## src/source/uart_bridge_pkg.sv

```systemverilog
package uart_bridge_pkg;

  // ========================================
  // Data types
  // ========================================
  typedef logic [7:0] byte_t;

  typedef struct packed {
    logic       write;  // High for a register write
    logic [6:0] addr;
    byte_t      data;   // Ignored on reads
  } uart_cmd_t;

  typedef struct packed {
    byte_t data;
    logic  parity_err;  // Bad odd parity or a low stop bit
  } rx_frame_t;

  // ========================================
  // State machines
  // ========================================
  typedef enum logic [1:0] {
    SEQ_IDLE,
    SEQ_PUSH_HDR,
    SEQ_PUSH_DATA,
    SEQ_WAIT_REPLY
  } seq_state_e;

  typedef enum logic [2:0] {
    TX_IDLE,
    TX_START,
    TX_DATA,
    TX_PARITY,
    TX_STOP,
    TX_GAP
  } tx_state_e;

  typedef enum logic [2:0] {
    RX_IDLE,
    RX_START,
    RX_DATA,
    RX_PARITY,
    RX_STOP
  } rx_state_e;

endpackage

```

## src/source/uart_cmd_sequencer.sv

```systemverilog
`timescale 1ns/1ps

module uart_cmd_sequencer (
  input  logic                       clk,
  input  logic                       rst_n,
  input  uart_bridge_pkg::uart_cmd_t cmd_in,
  input  logic                       cmd_vld,
  input  logic                       full,
  input  uart_bridge_pkg::rx_frame_t rx_frame,
  input  logic                       rx_valid,
  output logic                       cmd_rdy,
  output logic                       push,
  output uart_bridge_pkg::byte_t     push_data,
  output uart_bridge_pkg::byte_t     read_data,
  output logic                       read_err,
  output logic                       read_rdy
);

  import uart_bridge_pkg::*;

  seq_state_e state;
  uart_cmd_t  cmd_q;
  logic       take_reply;

  assign cmd_rdy    = (state == SEQ_IDLE);
  assign push       = ((state == SEQ_PUSH_HDR) || (state == SEQ_PUSH_DATA)) && !full;
  assign push_data  = (state == SEQ_PUSH_HDR) ? {cmd_q.write, cmd_q.addr} : cmd_q.data;
  assign take_reply = (state == SEQ_WAIT_REPLY) && rx_valid;  // Stray frames are dropped

  // ========================================
  // Command FSM
  // ========================================
  always_ff @(posedge clk or negedge rst_n)
  begin
    if (!rst_n)
    begin
      state <= SEQ_IDLE;
    end
    else
    begin
      case (state)
        SEQ_IDLE:
        begin
          if (cmd_vld)
            state <= SEQ_PUSH_HDR;
        end
        SEQ_PUSH_HDR:
        begin
          if (!full)
            state <= cmd_q.write ? SEQ_PUSH_DATA : SEQ_WAIT_REPLY;
        end
        SEQ_PUSH_DATA:
        begin
          if (!full)
            state <= SEQ_IDLE;
        end
        SEQ_WAIT_REPLY:
        begin
          if (rx_valid)
            state <= SEQ_IDLE;  // Ready rises together with read_rdy
        end
        default:
          state <= SEQ_IDLE;
      endcase
    end
  end

  always_ff @(posedge clk)
  begin
    if (cmd_vld && cmd_rdy)
      cmd_q <= cmd_in;
  end

  // ========================================
  // Read reply
  // ========================================
  always_ff @(posedge clk or negedge rst_n)
  begin
    if (!rst_n)
      read_rdy <= 1'b0;
    else
      read_rdy <= take_reply;
  end

  always_ff @(posedge clk)
  begin
    if (take_reply)
    begin
      read_data <= rx_frame.data;
      read_err  <= rx_frame.parity_err;
    end
  end

  // A reply is handed out once per read
  assert property (@(posedge clk) disable iff (!rst_n) read_rdy |=> !read_rdy);

endmodule

```

## src/source/uart_byte_fifo.sv

```systemverilog
`timescale 1ns/1ps

module uart_byte_fifo #(
  parameter int fifo_depth = 4
) (
  input  logic                   clk,
  input  logic                   rst_n,
  input  logic                   push,
  input  uart_bridge_pkg::byte_t push_data,
  input  logic                   pop,
  output uart_bridge_pkg::byte_t head,
  output logic                   full,
  output logic                   empty
);

  import uart_bridge_pkg::*;

  localparam int addr_w = $clog2(fifo_depth);

  byte_t           mem [fifo_depth];
  logic [addr_w:0] wr_ptr;  // Extra top bit tells full from empty
  logic [addr_w:0] rd_ptr;
  logic            do_push;
  logic            do_pop;

  assign do_push = push && !full;
  assign do_pop  = pop && !empty;

  assign head  = mem[rd_ptr[addr_w-1:0]];  // Show-ahead read
  assign empty = (wr_ptr == rd_ptr);
  assign full  = (wr_ptr[addr_w] != rd_ptr[addr_w]) &&
                 (wr_ptr[addr_w-1:0] == rd_ptr[addr_w-1:0]);

  always_ff @(posedge clk)
  begin
    if (do_push)
      mem[wr_ptr[addr_w-1:0]] <= push_data;
  end

  always_ff @(posedge clk or negedge rst_n)
  begin
    if (!rst_n)
    begin
      wr_ptr <= '0;
      rd_ptr <= '0;
    end
    else
    begin
      if (do_push)
        wr_ptr <= wr_ptr + 1'b1;
      if (do_pop)
        rd_ptr <= rd_ptr + 1'b1;
    end
  end

  // The sequencer and the framer must respect the levels
  assert property (@(posedge clk) disable iff (!rst_n) push |-> !full);
  assert property (@(posedge clk) disable iff (!rst_n) pop |-> !empty);

endmodule

```

## src/source/uart_tx_framer.sv

```systemverilog
`timescale 1ns/1ps

module uart_tx_framer #(
  parameter int clks_per_bit = 434,
  parameter int gap_cycles   = 100
) (
  input  logic                   clk,
  input  logic                   rst_n,
  input  uart_bridge_pkg::byte_t head,
  input  logic                   empty,
  output logic                   pop,
  output logic                   tx
);

  import uart_bridge_pkg::*;

  localparam int baud_w = $clog2(clks_per_bit + 1);
  localparam int gap_w  = $clog2(gap_cycles + 1);

  tx_state_e         state;
  byte_t             byte_q;
  logic [baud_w-1:0] baud_cnt;
  logic [2:0]        bit_idx;
  logic [gap_w-1:0]  gap_cnt;
  logic              in_frame;
  logic              bit_done;

  assign pop      = (state == TX_IDLE) && !empty;
  assign in_frame = (state != TX_IDLE) && (state != TX_GAP);
  assign bit_done = (baud_cnt == baud_w'(clks_per_bit - 1));

  always_ff @(posedge clk)
  begin
    if (pop)
      byte_q <= head;
  end

  always_ff @(posedge clk or negedge rst_n)
  begin
    if (!rst_n)
      baud_cnt <= '0;
    else if (!in_frame || bit_done)
      baud_cnt <= '0;
    else
      baud_cnt <= baud_cnt + 1'b1;
  end

  // ========================================
  // Frame FSM
  // ========================================
  always_ff @(posedge clk or negedge rst_n)
  begin
    if (!rst_n)
    begin
      state   <= TX_IDLE;
      bit_idx <= '0;
      gap_cnt <= '0;
      tx      <= 1'b1;
    end
    else
    begin
      case (state)
        TX_IDLE:
        begin
          if (pop)
          begin
            state <= TX_START;
            tx    <= 1'b0;  // Start bit begins the cycle after pop
          end
        end
        TX_START:
        begin
          if (bit_done)
          begin
            state   <= TX_DATA;
            bit_idx <= '0;
            tx      <= byte_q[0];
          end
        end
        TX_DATA:
        begin
          if (bit_done)
          begin
            if (bit_idx == 3'd7)
            begin
              state <= TX_PARITY;
              tx    <= ~^byte_q;  // Odd parity
            end
            else
            begin
              bit_idx <= bit_idx + 3'd1;
              tx      <= byte_q[bit_idx + 3'd1];
            end
          end
        end
        TX_PARITY:
        begin
          if (bit_done)
          begin
            state <= TX_STOP;
            tx    <= 1'b1;
          end
        end
        TX_STOP:
        begin
          if (bit_done)
          begin
            state   <= TX_GAP;
            gap_cnt <= '0;
          end
        end
        TX_GAP:
        begin
          if (gap_cnt == gap_w'(gap_cycles - 1))
            state <= TX_IDLE;
          else
            gap_cnt <= gap_cnt + 1'b1;
        end
        default:
          state <= TX_IDLE;
      endcase
    end
  end

  // Line must rest high outside of a frame
  assert property (@(posedge clk) disable iff (!rst_n)
                   ((state == TX_IDLE) || (state == TX_GAP)) |-> tx);

endmodule

```

## src/source/uart_rx_sampler.sv

```systemverilog
`timescale 1ns/1ps

module uart_rx_sampler #(
  parameter int clks_per_bit = 434
) (
  input  logic                       clk,
  input  logic                       rst_n,
  input  logic                       rx,
  output uart_bridge_pkg::rx_frame_t rx_frame,
  output logic                       rx_valid
);

  import uart_bridge_pkg::*;

  localparam int cnt_w    = $clog2(clks_per_bit + 1);
  localparam int half_bit = clks_per_bit / 2;

  rx_state_e        state;
  logic             rx_meta;
  logic             rx_sync;
  logic             rx_prev;
  logic [cnt_w-1:0] cnt;
  logic [2:0]       bit_idx;
  byte_t            data_q;
  logic             parity_q;
  logic             start_edge;
  logic             half_done;
  logic             bit_done;
  logic             stop_done;

  assign start_edge = rx_prev && !rx_sync;
  assign half_done  = (state == RX_START) && (cnt == cnt_w'(half_bit - 1));
  assign bit_done   = (cnt == cnt_w'(clks_per_bit - 1));
  assign stop_done  = (state == RX_STOP) && bit_done;

  always_ff @(posedge clk or negedge rst_n)
  begin
    if (!rst_n)
    begin
      rx_meta <= 1'b1;
      rx_sync <= 1'b1;
      rx_prev <= 1'b1;
    end
    else
    begin
      rx_meta <= rx;
      rx_sync <= rx_meta;
      rx_prev <= rx_sync;
    end
  end

  // ========================================
  // Sampling FSM
  // ========================================
  always_ff @(posedge clk or negedge rst_n)
  begin
    if (!rst_n)
    begin
      state    <= RX_IDLE;
      cnt      <= '0;
      bit_idx  <= '0;
      rx_valid <= 1'b0;
    end
    else
    begin
      rx_valid <= stop_done;
      if ((state == RX_IDLE) || half_done || bit_done)
        cnt <= '0;
      else
        cnt <= cnt + 1'b1;
      case (state)
        RX_IDLE:
          if (start_edge)
            state <= RX_START;
        RX_START:
        begin
          if (half_done)
          begin
            state   <= rx_sync ? RX_IDLE : RX_DATA;  // Glitch, not a start bit
            bit_idx <= '0;
          end
        end
        RX_DATA:
        begin
          if (bit_done)
          begin
            if (bit_idx == 3'd7)
              state <= RX_PARITY;
            else
              bit_idx <= bit_idx + 3'd1;
          end
        end
        RX_PARITY:
          if (bit_done)
            state <= RX_STOP;
        RX_STOP:
          if (bit_done)
            state <= RX_IDLE;
        default:
          state <= RX_IDLE;
      endcase
    end
  end

  always_ff @(posedge clk)
  begin
    if ((state == RX_DATA) && bit_done)
      data_q[bit_idx] <= rx_sync;
    if ((state == RX_PARITY) && bit_done)
      parity_q <= rx_sync;
    if (stop_done)
    begin
      rx_frame.data       <= data_q;
      rx_frame.parity_err <= (parity_q != ~^data_q) || !rx_sync;
    end
  end

endmodule

```

## src/source/uart_bridge_top.sv

```systemverilog
`timescale 1ns/1ps

module uart_bridge_top #(
  parameter int clks_per_bit = 434,
  parameter int gap_cycles   = 100,
  parameter int fifo_depth   = 4
) (
  input  logic                       clk,
  input  logic                       rst_n,
  input  uart_bridge_pkg::uart_cmd_t cmd_in,
  input  logic                       cmd_vld,
  input  logic                       rx,
  output logic                       cmd_rdy,
  output logic                       tx,
  output uart_bridge_pkg::byte_t     read_data,
  output logic                       read_err,
  output logic                       read_rdy
);

  import uart_bridge_pkg::*;

  logic      push;
  byte_t     push_data;
  logic      full;
  byte_t     head;
  logic      empty;
  logic      pop;
  rx_frame_t rx_frame;
  logic      rx_valid;

  // ========================================
  // Producer, buffer, consumer
  // ========================================
  uart_cmd_sequencer uart_cmd_sequencer_inst (
    .clk       (clk),
    .rst_n     (rst_n),
    .cmd_in    (cmd_in),
    .cmd_vld   (cmd_vld),
    .full      (full),
    .rx_frame  (rx_frame),
    .rx_valid  (rx_valid),
    .cmd_rdy   (cmd_rdy),
    .push      (push),
    .push_data (push_data),
    .read_data (read_data),
    .read_err  (read_err),
    .read_rdy  (read_rdy)
  );

  uart_byte_fifo #(
    .fifo_depth (fifo_depth)
  ) uart_byte_fifo_inst (
    .clk       (clk),
    .rst_n     (rst_n),
    .push      (push),
    .push_data (push_data),
    .pop       (pop),
    .head      (head),
    .full      (full),
    .empty     (empty)
  );

  uart_tx_framer #(
    .clks_per_bit (clks_per_bit),
    .gap_cycles   (gap_cycles)
  ) uart_tx_framer_inst (
    .clk   (clk),
    .rst_n (rst_n),
    .head  (head),
    .empty (empty),
    .pop   (pop),
    .tx    (tx)
  );

  // Reply path back to the sequencer
  uart_rx_sampler #(
    .clks_per_bit (clks_per_bit)
  ) uart_rx_sampler_inst (
    .clk      (clk),
    .rst_n    (rst_n),
    .rx       (rx),
    .rx_frame (rx_frame),
    .rx_valid (rx_valid)
  );

endmodule

```

## config.mk

```make
export PLATFORM = sky130hd
export DESIGN_NAME = uart_bridge_top
export DESIGN_NICKNAME = d
export VERILOG_FILES = /design/src/source/uart_bridge_pkg.sv /design/src/source/uart_cmd_sequencer.sv /design/src/source/uart_byte_fifo.sv /design/src/source/uart_tx_framer.sv /design/src/source/uart_rx_sampler.sv /design/src/source/uart_bridge_top.sv
export SDC_FILE = /design/constraint.sdc
export NUM_CORES = 1
export LEC_CHECK = 0
export ABC_AREA = 1
export BUFFER_PORTS_ARGS = -buffer_cell sky130_fd_sc_hd__buf_2
export CAP_MARGIN = 20
export CORE_MARGIN = 3
export CORE_UTILIZATION = 30
export CTS_CLUSTER_DIAMETER = 100
export DETAILED_ROUTE_END_ITERATION = 12
export HOLD_SLACK_MARGIN = 0.05
export MAX_ROUTING_LAYER = met4
export PLACE_DENSITY = 0.45
export SETUP_SLACK_MARGIN = 0.05
export SLEW_MARGIN = 30
export SYNTH_ARGS = -nofsm -noshare
export SYNTH_HDL_FRONTEND = slang
export SYNTH_SLANG_ARGS = --single-unit
```

## constraint.sdc

```tcl
create_clock -name clk -period 1.8 [get_ports clk]
set_clock_uncertainty 0.1 [all_clocks]
set_input_delay 0.36 -clock clk [delete_from_list [all_inputs] [get_ports clk]]
set_output_delay 0.36 -clock clk [all_outputs]
set_load 0.02 [all_outputs]
```

* Word level (Yosys, flattened, before mapping)
Memory sizes are Yosys's and may differ from the RTL's. A register that Yosys moved wholly into a read port is not among the register bits.
Cells that the tools add are included.
** Word-level totals
- Flip-flop bits (word level) :: 94
- Latch bits :: 0
- Memory bits (writable) :: 32
- Memory bits (read-only) :: 0
- Bits of input ports :: 20
- Output and inout bits :: 12
- Logic and storage cells :: 168
- Memories kept :: 1
** Memories
- uart_byte_fifo_inst.mem :: depth 4, bits a word 8, rd ports 1, clocked after memory_dff 1, write ports 1, line uart_byte_fifo.sv:20 : byte_t mem [fifo_depth];
** Operators by class
- Add/sub/neg operators :: 7
- $mul :: 0
- Divide/modulo/power cells :: 0
- Order comparisons :: 3
- Equal/unequal tests :: 43
- Shift-type cells :: 0
- Multiplexer cells :: 49
- Bitwise operators :: 0
- Reductions and logical operators :: 40
** Operators with widths (number)
- 3-bit 2-to-1 mux :: 19
- 2-bit by 1-bit inequality test with 1-bit output (second input constant) :: 13
- 9-bit by 1-bit adder with 9-bit output (second input constant) :: 2
- 9-bit == test (second input constant) :: 2
- 9-bit 2-to-1 mux :: 2
- 3-bit one-hot mux with 6 select lines :: 1
- 8-bit XNOR reduction :: 2
- 3-bit == test (second input constant) :: 5
- 3-bit one-hot mux with 5 select lines :: 1
- 1-bit logical AND :: 14
- 7-bit 2-to-1 mux :: 2
- 2-bit inequality test (second input constant) :: 7
- 7-bit one-hot mux with 2 select lines :: 1
- 3-bit by 1-bit adder with 3-bit output (second input constant) :: 4
- 3-bit by 2-bit == test with 1-bit output (second input constant) :: 4
- 3-bit one-hot mux with 2 select lines :: 2
- 4-bit AND reduction :: 3
- 1-bit 2-to-1 mux :: 10
- 2-bit 2-to-1 mux :: 5
- 9-bit by 8-bit == test with 1-bit output (second input constant) :: 1
- 8-bit bitwise mux :: 1
- 3-bit by 4-bit < comparator with 1-bit output (second input constant) :: 2
- 8-bit 2-to-1 mux :: 1
- 2-bit one-hot mux with 4 select lines :: 1
- 24 further kinds :: 37

* Depth between registers and ports, before layout
Gate-level depths: netlist of the first run.
- Depth after elaboration :: 7
- Mapped depth :: 13

* Modules after synthesis
Synthesis of the first run repeated with hierarchy kept, for this count alone.
** Second synthesis, totals
- Cells, all modules :: 636
- Area, all modules :: 6341.1 um2
** By module, submodules not included
- uart_rx_sampler :: times used 1, cells each 189, area an instance 1854.3 um2
- uart_tx_framer :: times used 1, cells each 219, area an instance 1736.7 um2
- uart_byte_fifo :: times used 1, cells each 138, area an instance 1631.6 um2
- uart_cmd_sequencer :: times used 1, cells each 90, area an instance 1118.6 um2

* Worst setup path before layout of the first run
No wires, ideal clock.
- Path type :: register to register
- From :: register uart_byte_fifo_inst.wr_ptr[2]
- To :: memory uart_byte_fifo_inst.mem[3][0] (netlist bit) (enable)
- Library setup time :: 375 ps
- Arrival time :: 1322 ps
- Setup slack :: 4 ps
- Cell stages (with the launch flop) :: 4
- Period minus slack after synthesis :: 1796 ps
- Cells stage by stage :: dfrtp_1 xnor2_1 o21ai_4 nor2_1
** On the way
- Cells in the longest elaborated chain, start to end :: 7
** Ends and longest elaborated chain
- start, declared :: line uart_byte_fifo.sv:21 : logic [addr_w:0] wr_ptr;
- start signal, assigned :: line uart_byte_fifo.sv:50 : wr_ptr <= wr_ptr + 1'b1;
- 1-bit inequality test (*) :: line uart_byte_fifo.sv:31 : assign full = (wr_ptr[addr_w] != rd_ptr[addr_w]) &&
- 1-bit logical AND (*) :: line uart_byte_fifo.sv:31
- 1-bit logical NOT (*) :: line uart_cmd_sequencer.sv:26, uart_byte_fifo.sv:26
- 1-bit logical AND :: line uart_cmd_sequencer.sv:26 : assign push = ((state == SEQ_PUSH_HDR) || (state == SEQ_PUSH_DATA)) && !full;
- 1-bit logical AND (*) :: line uart_byte_fifo.sv:26 : assign do_push = push && !full;
- 1-bit 2-to-1 mux (*) :: line uart_byte_fifo.sv:36 : if (do_push)
- 1-bit 2-to-1 mux (implied by the code) (*) :: line uart_byte_fifo.sv:37 : mem[wr_ptr[addr_w-1:0]] <= push_data;
- end, declared :: line uart_byte_fifo.sv:20
Mark *: on every way between the ends. The rest lies on a longest branch, timed or not.

* Worst setup path in the final report of the first run
- From :: register uart_rx_sampler_inst.cnt[1]
- To :: register uart_rx_sampler_inst.cnt[4]
** On the way
- Cells in the longest elaborated chain, start to end :: 5
** Ends and longest elaborated chain
- start, declared :: line uart_rx_sampler.sv:22 : logic [cnt_w-1:0] cnt;
- start signal, assigned :: line uart_rx_sampler.sv:70 : cnt <= cnt + 1'b1;
- branches (longest 4 deep; another with 9-bit by 1-bit adder with 9-bit output)
- 9-bit 2-to-1 mux (*) :: line uart_rx_sampler.sv:67 : if ((state == RX_IDLE) || half_done || bit_done)
Mark *: on every way between the ends.
A chain may end at the register's enable or synchronous reset.

==> impl_results.md, run 1 <==
- Number of buffers and inverters on the critical path: 5
- Classification of the worst setup path: flop to flop
- Critical path fanouts, max: 9
- Worst relative slew slack: 59.93%
- Post-detailed-route wirelength per cell: 12.41 µm
- Placed Area: 6783 µm²
- Avg Vias per Cell: 4.328
- Area of the die: 21660 µm²
- Worst setup path start: uart_rx_sampler_inst.cnt[1]
- Clock-pin slew of the registers on the worst-case setup and hold paths: 0.06 ns
- Fin area: 7886 µm²
- Unrepaired setup endpoints after global routing: true
- Static Leakage: 3.267 nW
- Count of max-cap constraint violations: 0
- Clock Path Buffers: 2
- Via count of the first global-routing pass: 4294
- Worst setup endpoint: uart_rx_sampler_inst.cnt[4]
- Detailed-routing iteration count for the pre-antenna-repair pass: 4
- Count of antenna diodes in the layout: 0
- Starting density of the core: 30.62%
- Total I/O pin count: 32
- Global-route congestion overflow total: 0
- CTS sink count: 134
- Count of non-filler cells in the finished layout: 964
- Netlist area before placement: 5979 µm²
- TritonCTS Buffers: 17
- Endpoints failing setup: 0
- Port Buffer Count: 31
- Setup crit end kind: flop
- Total vias in the final route: 4172
- Number of nets with antenna violations after detailed routing: 0
- Fin crit period: 1.758 ns
- Number of flops mapped to enable cells by yosys: 83
- Sum of routed wire length over all layers: 11970 µm
- Critical-path top delay cell: sky130_fd_sc_hd__dfrtp_1
- Endpoint of the worst register-to-register path: uart_rx_sampler_inst.cnt[4]
- Count of cell instances traversed by the critical path: 13
- FFs w/ async S/R, synth: 38.06%
- Placed insts: 905
- Ys flop type: sky130_fd_sc_hd__edfxtp_1
- Wire length of the first global-routing pass: 20170 µm
- Achievable clock frequency: 0.5690 GHz
- Largest net degree at the start of global routing: 24
- Hold crit path type: flop to flop
- Final Cycle Share: 97.64%
- Path depth of the worst reg2reg path: 13
- Post-route DRC violation count: 0
- Worst setup slack for register-to-register paths: 0.04 ns
- H-Tree Depth: 4
- Total number of yosys warnings: 0
- Post-layout nets: 725
- CP peak stage delay: 0.40 ns
- CP Data Required Time: 2.00 ns
- Total power per unit cell area: 1274 nW/µm²
- Core ar.: 19530 µm²
- Sort of element at the start of the critical path: flop
- Detailed placer's ending HPWL: 8310 µm
- Cell types with the largest area share after synthesis: sky130_fd_sc_hd__edfxtp_1 42%, sky130_fd_sc_hd__dfrtp_1 20%, sky130_fd_sc_hd__nand2_1 8.0%
- Sequential element share of the synthesized area: 63.11%
- List of cells traversed by the critical path: inv_2 -> ha_2 -> inv_1 -> nor2_1 -> inv_1 -> nor2_2 -> nand2_2 -> inv_2 -> buf_4 -> nor2_2 -> o21ai_4 -> nor2_1 -> o21a_1
- Height of the die: 147.2 µm
- Number of pins exceeding their max-slew limit in the final report: 0
- Worst r2r src: uart_rx_sampler_inst.cnt[1]
- Data arrival at the endpoint of the critical path: 1.96 ns
- Net count after synthesis: 614
- Iteration-0 DRC count of the detailed router: 199
- X dimension of the die: 147.2 µm
- Top cell type by total area after synthesis: sky130_fd_sc_hd__edfxtp_1
- Kind of cell adding the most delay to the critical path: flip-flops
- Number of antenna violations at the first check in global routing: 0
- Average cell area after synthesis: 10.40 µm²
- Fraction of final layout cells with drive strength greater than 1: 25.89%
- Clock tree from TritonCTS: yes
- Clock latency on the worst-skew pair: 0.41 ns
- Gate Count Post-Synth: 575
- Final RePlAce weighted congestion: 0.7815
- Peak supply drop: 0.8026 mV
- Outcome: completed
- Proportion of netlist area held by the largest area contributor: 41.68%
- Worst-margin pin slew: 0.6010 ns
- Total routing usage reported by global routing: 11.84%
- Master cell of the clock root buffer: sky130_fd_sc_hd__clkbuf_16
- Num rows: 51
- Number of register bits inferred by synthesis: 134
- Number of endpoints with negative hold slack in the final report: 0
- Number of distinct library cell variants in the gate-level netlist after synthesis: 40
- Area growth syn-to-layout: 31.89%
-- synth_stat cells (2+ instances only) --
cell type / count
sky130_fd_sc_hd__a21oi_1: 18
sky130_fd_sc_hd__and3_1: 4
sky130_fd_sc_hd__buf_2: 3
sky130_fd_sc_hd__clkbuf_1: 2
sky130_fd_sc_hd__dfrtp_1: 47
sky130_fd_sc_hd__dfstp_2: 4
sky130_fd_sc_hd__edfxtp_1: 83
sky130_fd_sc_hd__ha_1: 19
sky130_fd_sc_hd__inv_1: 66
sky130_fd_sc_hd__inv_2: 5
sky130_fd_sc_hd__nand2_1: 128
sky130_fd_sc_hd__nand2_4: 2
sky130_fd_sc_hd__nand3_1: 19
sky130_fd_sc_hd__nand4_1: 5
sky130_fd_sc_hd__nor2_1: 59
sky130_fd_sc_hd__nor3_1: 26
sky130_fd_sc_hd__nor3b_1: 6
sky130_fd_sc_hd__o21ai_0: 28
sky130_fd_sc_hd__o21ai_1: 2
sky130_fd_sc_hd__o22ai_1: 12
sky130_fd_sc_hd__or2_2: 2
sky130_fd_sc_hd__xnor2_1: 10
sky130_fd_sc_hd__xor2_1: 8
-- per-stage QoR --
step | power (mW) | hold WS [ns] | setup slack (ns) | util (%) | TNS (ns)
5_1_grt | 10.63 | 0.2618 | -0.07999 | 40.39 | -0.4656
3_3_place_gp | 6.282 | 0.2463 | -0.08683 | 34.74 | -1.007
4_1_cts | 9.872 | 0.2557 | 0.01167 | 38.96 | 0
2_1_floorplan | 5.475 | -0.03559 | 0.05633 | - | 0
3_5_place_dp | 6.333 | 0.2497 | -0.1174 | 34.74 | -1.899
6_report | 10.05 | 0.2580 | 0.04241 | 40.39 | 0
-- per-layer routing --
metal  up-vias  wire [µm]  track usage (%)
li1       2145          -                -
met1      1962       5480            14.68
met2        56       5984            19.29
met3         9        403            3.085
met4         0         98            3.355
met5         -          0                -
-- state kept, by name (all words and copies together) (netlist names), 3 cells and up --
register / count
uart_byte_fifo_inst.mem: 32
uart_byte_fifo_inst.rd_ptr: 3
uart_byte_fifo_inst.wr_ptr: 3
uart_cmd_sequencer_inst.cmd_q: 16
uart_cmd_sequencer_inst.read_data: 8
uart_rx_sampler_inst.bit_idx: 3
uart_rx_sampler_inst.cnt: 9
uart_rx_sampler_inst.data_q: 8
uart_rx_sampler_inst.rx_frame: 9
uart_rx_sampler_inst.state: 3
uart_tx_framer_inst.baud_cnt: 9
uart_tx_framer_inst.bit_idx: 3
uart_tx_framer_inst.byte_q: 8
uart_tx_framer_inst.gap_cnt: 7
uart_tx_framer_inst.state: 3
-- layout by cell type, fill, tap and decap left out, drive strengths merged, types with 2 or more instances in the layout --
cell         instances
o21ai               32
bufinv               2
clkinvlp            10
xor2                 8
clkbuf              19
dlygate4sd3         18
nor3                27
nand2              131
o22ai               12
ha                  19
dfstp                4
buf                 78
clkinv               2
edfxtp              83
dfrtp               47
a21oi               19
or2                  3
nor2                61
xnor2               10
nand3               19
nor3b                6
nand4                5
and3                 4
inv                 73
-- how the worst min path moves through the flow --
stage / to / startpoint / cells past startpoint
final: uart_rx_sampler_inst.rx_sync / uart_rx_sampler_inst.rx_meta / 0
after CTS: uart_rx_sampler_inst.rx_sync / uart_rx_sampler_inst.rx_meta / 0
after detailed placement: uart_rx_sampler_inst.rx_sync / uart_rx_sampler_inst.rx_meta / 0
after global placement: uart_rx_sampler_inst.rx_sync / uart_rx_sampler_inst.rx_meta / 0
after floorplan: uart_byte_fifo_inst.rd_ptr[0] / rst_n / 0
after global routing: uart_rx_sampler_inst.rx_sync / uart_rx_sampler_inst.rx_meta / 0
-- area by class of cell --
type / count / area, µm²
repair buffers: 96 / 743.2
fillers: 1920 / 11640
inverters: 72 / 277.8
flip-flops and latches: 134 / 3774
multi-input cells: 363 / 2163
clock buffers: 19 / 432.9
well taps: 265 / 331.6
clock inverters: 13 / 148.9
repair inverters: 2 / 15.01
-- what timing repair did --
item | in CTS | in global routing
hold buffers | 18 | 0
resized for setup | 16 | 56
endpoints found under the hold margin | 31 | 0
pin swaps | 2 | 12
buffers inserted | 1 | 6
setup endpoints to repair | 62 | 125
gates cloned | 0 | 2
-- power by group --
group	switching, mW	internal [mW]
sequential	0.214	3.95
combinational	1.51	1.02
clock	1.31	2.05
total	3.02	7.02
-- worst register-to-register path: cells and delay by family, from the launching register on --
family | cells | cell delay (ns)
flip-flops | 1 | 0.40
buffers and inverters | 5 | 0.39
AND/OR/NAND/NOR | 5 | 0.36
AO/OA/AOI/OAI | 2 | 0.24
adder cells (fa/ha/maj) | 1 | 0.15
-- logic make-up (layout without fill, tap and decap cells) --
group | after synthesis | in the layout | share of synthesized area (%)
buffers and inverters | 78 | 202 | 4.959
AOI/OAI and AO/OA | 69 | 69 | 6.717
adders and majority gates | 19 | 19 | 3.976
and+or+nand+nor | 257 | 257 | 18.60
DFF | 134 | 134 | 63.11
xor gates and xnor gates | 18 | 18 | 2.637
Note: power is estimated with default switching activity, not from simulation.
==> run 2: changes to the inputs <==
--- a/config.mk
+++ b/config.mk
@@ -5,7 +5,7 @@
 export SDC_FILE = /design/constraint.sdc
 export NUM_CORES = 1
 export LEC_CHECK = 0
-export ABC_AREA = 1
+export ABC_AREA = 0
 export BUFFER_PORTS_ARGS = -buffer_cell sky130_fd_sc_hd__buf_2
 export CAP_MARGIN = 20
 export CORE_MARGIN = 3
==> run 2 against run 1 <==
- total power down 9.1%
- area after synthesis down 2.8%
- synthesized cell count down 28%
- worst hold slack better by 0.0015 ns
- die area down 2.7%
- core utilization up 0.15 points
- critical endpoint is now uart_rx_sampler_inst.cnt[8]
- final cell count down 17%
- sequential share of layout area up 1.5 points
- first-iteration DRC count down 19%
==> impl_results.md, run 2 <==
- Critical path fanouts, max: 7 (was 9)
- List of cells traversed by the critical path: inv_2 -> ha_4 -> nand4b_1 -> or3_4 -> a211oi_4 -> or2_4 -> nor2_1 (was inv_2 -> ha_2 -> inv_1 -> nor2_1 -> inv_1 -> nor2_2 -> nand2_2 -> inv_2 -> buf_4 -> nor2_2 -> o21ai_4 -> nor2_1 -> o21a_1)
- CP peak stage delay: 0.39 ns (was 0.40 ns)
- Placed Area: 6520 µm² (was 6783 µm²)
- Total power per unit cell area: 1193 nW/µm² (was 1274 nW/µm²)
- Post-layout nets: 564 (was 725)
- Fraction of the mapped netlist area in adder cells: 4.090% (was 3.976%)
- Number of nets with antenna violations after detailed routing: 0 (unchanged)
- Clock latency on the worst-skew pair: 0.42 ns (was 0.41 ns)
- Commonest cells in the netlist: 83 x sky130_fd_sc_hd__edfxtp_1, 48 x sky130_fd_sc_hd__nor2_1, 47 x sky130_fd_sc_hd__dfrtp_1, 26 x sky130_fd_sc_hd__xnor2_1, 21 x sky130_fd_sc_hd__nand2_1 (was 128 x sky130_fd_sc_hd__nand2_1, 83 x sky130_fd_sc_hd__edfxtp_1, 66 x sky130_fd_sc_hd__inv_1, 59 x sky130_fd_sc_hd__nor2_1, 47 x sky130_fd_sc_hd__dfrtp_1)
- Master cell of the clock root buffer: sky130_fd_sc_hd__clkbuf_16 (unchanged)
- Core ar.: 18890 µm² (was 19530 µm²)
- Count of antenna diodes in the layout: 0 (unchanged)
- Worst-margin pin slew: 0.4599 ns (was 0.6010 ns)
- Sort of element at the start of the critical path: flop (unchanged)
- Worst relative slew slack: 69.34% (was 59.93%)
- Post-detailed-route wirelength per cell: 13.39 µm (was 12.41 µm)
- Sequential element share of the synthesized area: 64.92% (was 63.11%)
- Global-route congestion overflow total: 0 (unchanged)
- Unrepaired setup endpoints after global routing: true (unchanged)
- Port Buffer Count: 31 (unchanged)
- Wire length of the first global-routing pass: 18400 µm (was 20170 µm)
- Setup crit end kind: flop (unchanged)
- TNS Setup: 0 ns (unchanged)
- Avg Vias per Cell: 4.332 (was 4.328)
- Fin crit period: 1.783 ns (was 1.758 ns)
- Clock Path Buffers: 2 (unchanged)
- Number of pins exceeding their max-slew limit in the final report: 0 (unchanged)
- Endpoints failing setup: 0 (unchanged)
- Fin area: 7659 µm² (was 7886 µm²)
- Kind of cell adding the most delay to the critical path: simple AND/OR/NAND/NOR gates (was flip-flops)
- Largest net degree at the start of global routing: 52 (was 24)
- Hold crit path type: flop to flop (unchanged)
- Achievable clock frequency: 0.5610 GHz (was 0.5690 GHz)
- Iteration-0 DRC count of the detailed router: 161 (was 199)
- Total I/O pin count: 32 (unchanged)
- Total number of yosys warnings: 0 (unchanged)
- Clock-pin slew of the registers on the worst-case setup and hold paths: 0.06 ns (about the same)
- Post-layout power: 9.133 mW (was 10.05 mW)
- Count of max-cap constraint violations: 0 (unchanged)
- Critical-path top delay cell: sky130_fd_sc_hd__dfrtp_1 (unchanged)
- Ys flop type: sky130_fd_sc_hd__edfxtp_1 (unchanged)
- Minimum setup slack after placement: -0.06754 ns (was -0.1174 ns)
- Post-route DRC violation count: 0 (unchanged)
- Detailed placer's ending HPWL: 7153 µm (was 8310 µm)
- Final RePlAce weighted congestion: 0.7523 (was 0.7815)
- Via count of the first global-routing pass: 3695 (was 4294)
- Number of flops mapped to enable cells by yosys: 83 (unchanged)
- Commonest non-fill, non-tap cell in the layout: sky130_fd_sc_hd__edfxtp_1 (was sky130_fd_sc_hd__nand2_1)
- Data arrival at the endpoint of the critical path: 1.99 ns (was 1.96 ns)
- Detailed-routing iteration count for the pre-antenna-repair pass: 5 (was 4)
- Flip-flop count of the largest register after layout: 32 (unchanged)
- X dimension of the die: 145.2 µm (was 147.2 µm)
- FFs w/ async S/R, synth: 38.06% (unchanged)
- Classification of the worst setup path: flop to flop (unchanged)
- Clock tree from TritonCTS: yes (unchanged)
- Most frequent cells in the layout: 83 x sky130_fd_sc_hd__edfxtp_1, 50 x sky130_fd_sc_hd__buf_4, 45 x sky130_fd_sc_hd__dfrtp_1, 41 x sky130_fd_sc_hd__nor2_1, 30 x sky130_fd_sc_hd__buf_2 (was 120 x sky130_fd_sc_hd__nand2_1, 83 x sky130_fd_sc_hd__edfxtp_1, 60 x sky130_fd_sc_hd__inv_1, 52 x sky130_fd_sc_hd__nor2_1, 47 x sky130_fd_sc_hd__dfrtp_1)
- Number of register bits inferred by synthesis: 134 (unchanged)
- Static Leakage: 3.012 nW (was 3.267 nW)
- Total routing usage reported by global routing: 11.12% (was 11.84%)
- Top cell type by total area after synthesis: sky130_fd_sc_hd__edfxtp_1 (unchanged)
- CTS sink count: 134 (unchanged)
- Share of the synthesized area in compound gates (AO/OA/AOI/OAI): 3.272% (was 6.717%)
- Most frequent cell after synthesis: sky130_fd_sc_hd__edfxtp_1 (was sky130_fd_sc_hd__nand2_1)
- Outcome: completed (unchanged)
- Starting density of the core: 30.77% (was 30.62%)
- TritonCTS Buffers: 17 (unchanged)
- Average cell area after synthesis: 14.01 µm² (was 10.40 µm²)
- Number of antenna violations at the first check in global routing: 0 (unchanged)
- Num rows: 50 (was 51)
- CP Data Required Time: 2.01 ns (was 2.00 ns)
- Dominant combinational cell family by area after synthesis: simple AND/OR/NAND/NOR gates (unchanged)
- Number of endpoints with negative hold slack in the final report: 0 (unchanged)
- Xor/xnor share of the synthesized area: 6.780% (was 2.637%)
- Height of the die: 145.2 µm (was 147.2 µm)
- Number of distinct library cell variants in the gate-level netlist after synthesis: 51 (was 40)
- Cell types with the largest area share after synthesis: sky130_fd_sc_hd__edfxtp_1 43%, sky130_fd_sc_hd__dfrtp_1 20%, sky130_fd_sc_hd__ha_1 4.1% (was sky130_fd_sc_hd__edfxtp_1 42%, sky130_fd_sc_hd__dfrtp_1 20%, sky130_fd_sc_hd__nand2_1 8.0%)
- Total vias in the final route: 3457 (was 4172)
- Peak supply drop: 0.7099 mV (was 0.8026 mV)
- Final setup slack of the worst path: 0.01740 ns (was 0.04241 ns)
- Area growth syn-to-layout: 31.75% (was 31.89%)
- Proportion of netlist area held by the largest area contributor: 42.88% (was 41.68%)
- Utilization after layout: 40.54% (was 40.39%)
- Simple-gate share of the synthesized area: 11.97% (was 18.60%)
- H-Tree Depth: 4 (unchanged)
- Fraction of final layout cells with drive strength greater than 1: 36.62% (was 25.89%)
- Multiplexer share of the synthesized area: 6.479% (was 0%)
- Gate Count Post-Synth: 415 (was 575)
- Final Cycle Share: 99.03% (was 97.64%)
- Net count after synthesis: 454 (was 614)
- Area of the die: 21080 µm² (was 21660 µm²)
- Sum of routed wire length over all layers: 10680 µm (was 11970 µm)
- Netlist area before placement: 5813 µm² (was 5979 µm²)
- Number of buffers and inverters on the critical path: 1 (was 5)
==> run 2: path summary, 6_finish.rpt <==
check                                              from                              to  slack, ns  cells after the start
max                         uart_rx_sampler_inst.cnt[0]     uart_rx_sampler_inst.cnt[8]       0.02                      7
min in group asynchronous                         rst_n  uart_tx_framer_inst.bit_idx[1]       0.36                      3
max reg2reg                 uart_rx_sampler_inst.cnt[0]     uart_rx_sampler_inst.cnt[8]       0.02                      7
min reg2reg                uart_rx_sampler_inst.rx_meta    uart_rx_sampler_inst.rx_sync       0.26                      0
min                        uart_rx_sampler_inst.rx_meta    uart_rx_sampler_inst.rx_sync       0.26                      0
max in group asynchronous                         rst_n    uart_rx_sampler_inst.rx_prev       0.92                      3
==> run 2: layer usage <==
| metal | share of wire, % | GRT usage (%) | vias to the layer above |
|---|---|---|---|
| met1 | 44 | 13.21 | 1708 |
| met5 | 0 | - | - |
| li1 | - | - | 1704 |
| met2 | 51 | 18.09 | 34 |
| met4 | 1.4 | 3.989 | 0 |
| met3 | 3.1 | 3.279 | 11 |
==> run 2: power by group <==
part           leakage (nW)  internal, mW  switching, mW
Sequential             1.40          3.89          0.175
Clock                 0.266          1.82           1.45
Combinational          1.35         0.900          0.897
Total                  3.01          6.61           2.52
==> run 2: logic make-up (layout without fill, tap and decap cells) <==
group,count (synthesis),after routing
DFF,134,134
buffers and inverters,30,153
adders and majority gates,19,19
AOI/OAI and AO/OA,27,27
and+or+nand+nor,134,134
xor gates and xnor gates,45,45
muxes,26,26
==> run 2: metrics by stage <==
step	cells	hold slack [ns]
detailed placement	732	0.2521
finish	798	0.2595
CTS	784	0.2546
global placement	732	0.2506
global route	798	0.2729
floorplan	415	-0.03559
==> run 2: final cells by class <==
cell class / instances / area, µm²
well taps: 260 / 325.3
clock inverters: 15 / 138.9
clock buffers: 17 / 425.4
repair buffers: 103 / 770.7
flip-flops and latches: 134 / 3776
multi-input cells: 251 / 2155
inverters: 18 / 67.56
fillers: 1825 / 11230
==> run 2: worst register-to-register path, delay by kind of cell, from the launching register on <==
family,cells,cell delay (ns)
AND/OR/NAND/NOR,4,0.78
flip-flops,1,0.39
AO/OA/AOI/OAI,1,0.22
adder cells (fa/ha/maj),1,0.12
buffers and inverters,1,0.07
==> run 2: repair_timing <==
item,4_1_cts,5_1_grt
setup buffers,2,13
hold buffers,18,0
pin swaps,2,14
gates cloned,0,1
gates resized for setup,20,48
setup endpoints to repair,39,62
endpoints found under the hold margin,64,0
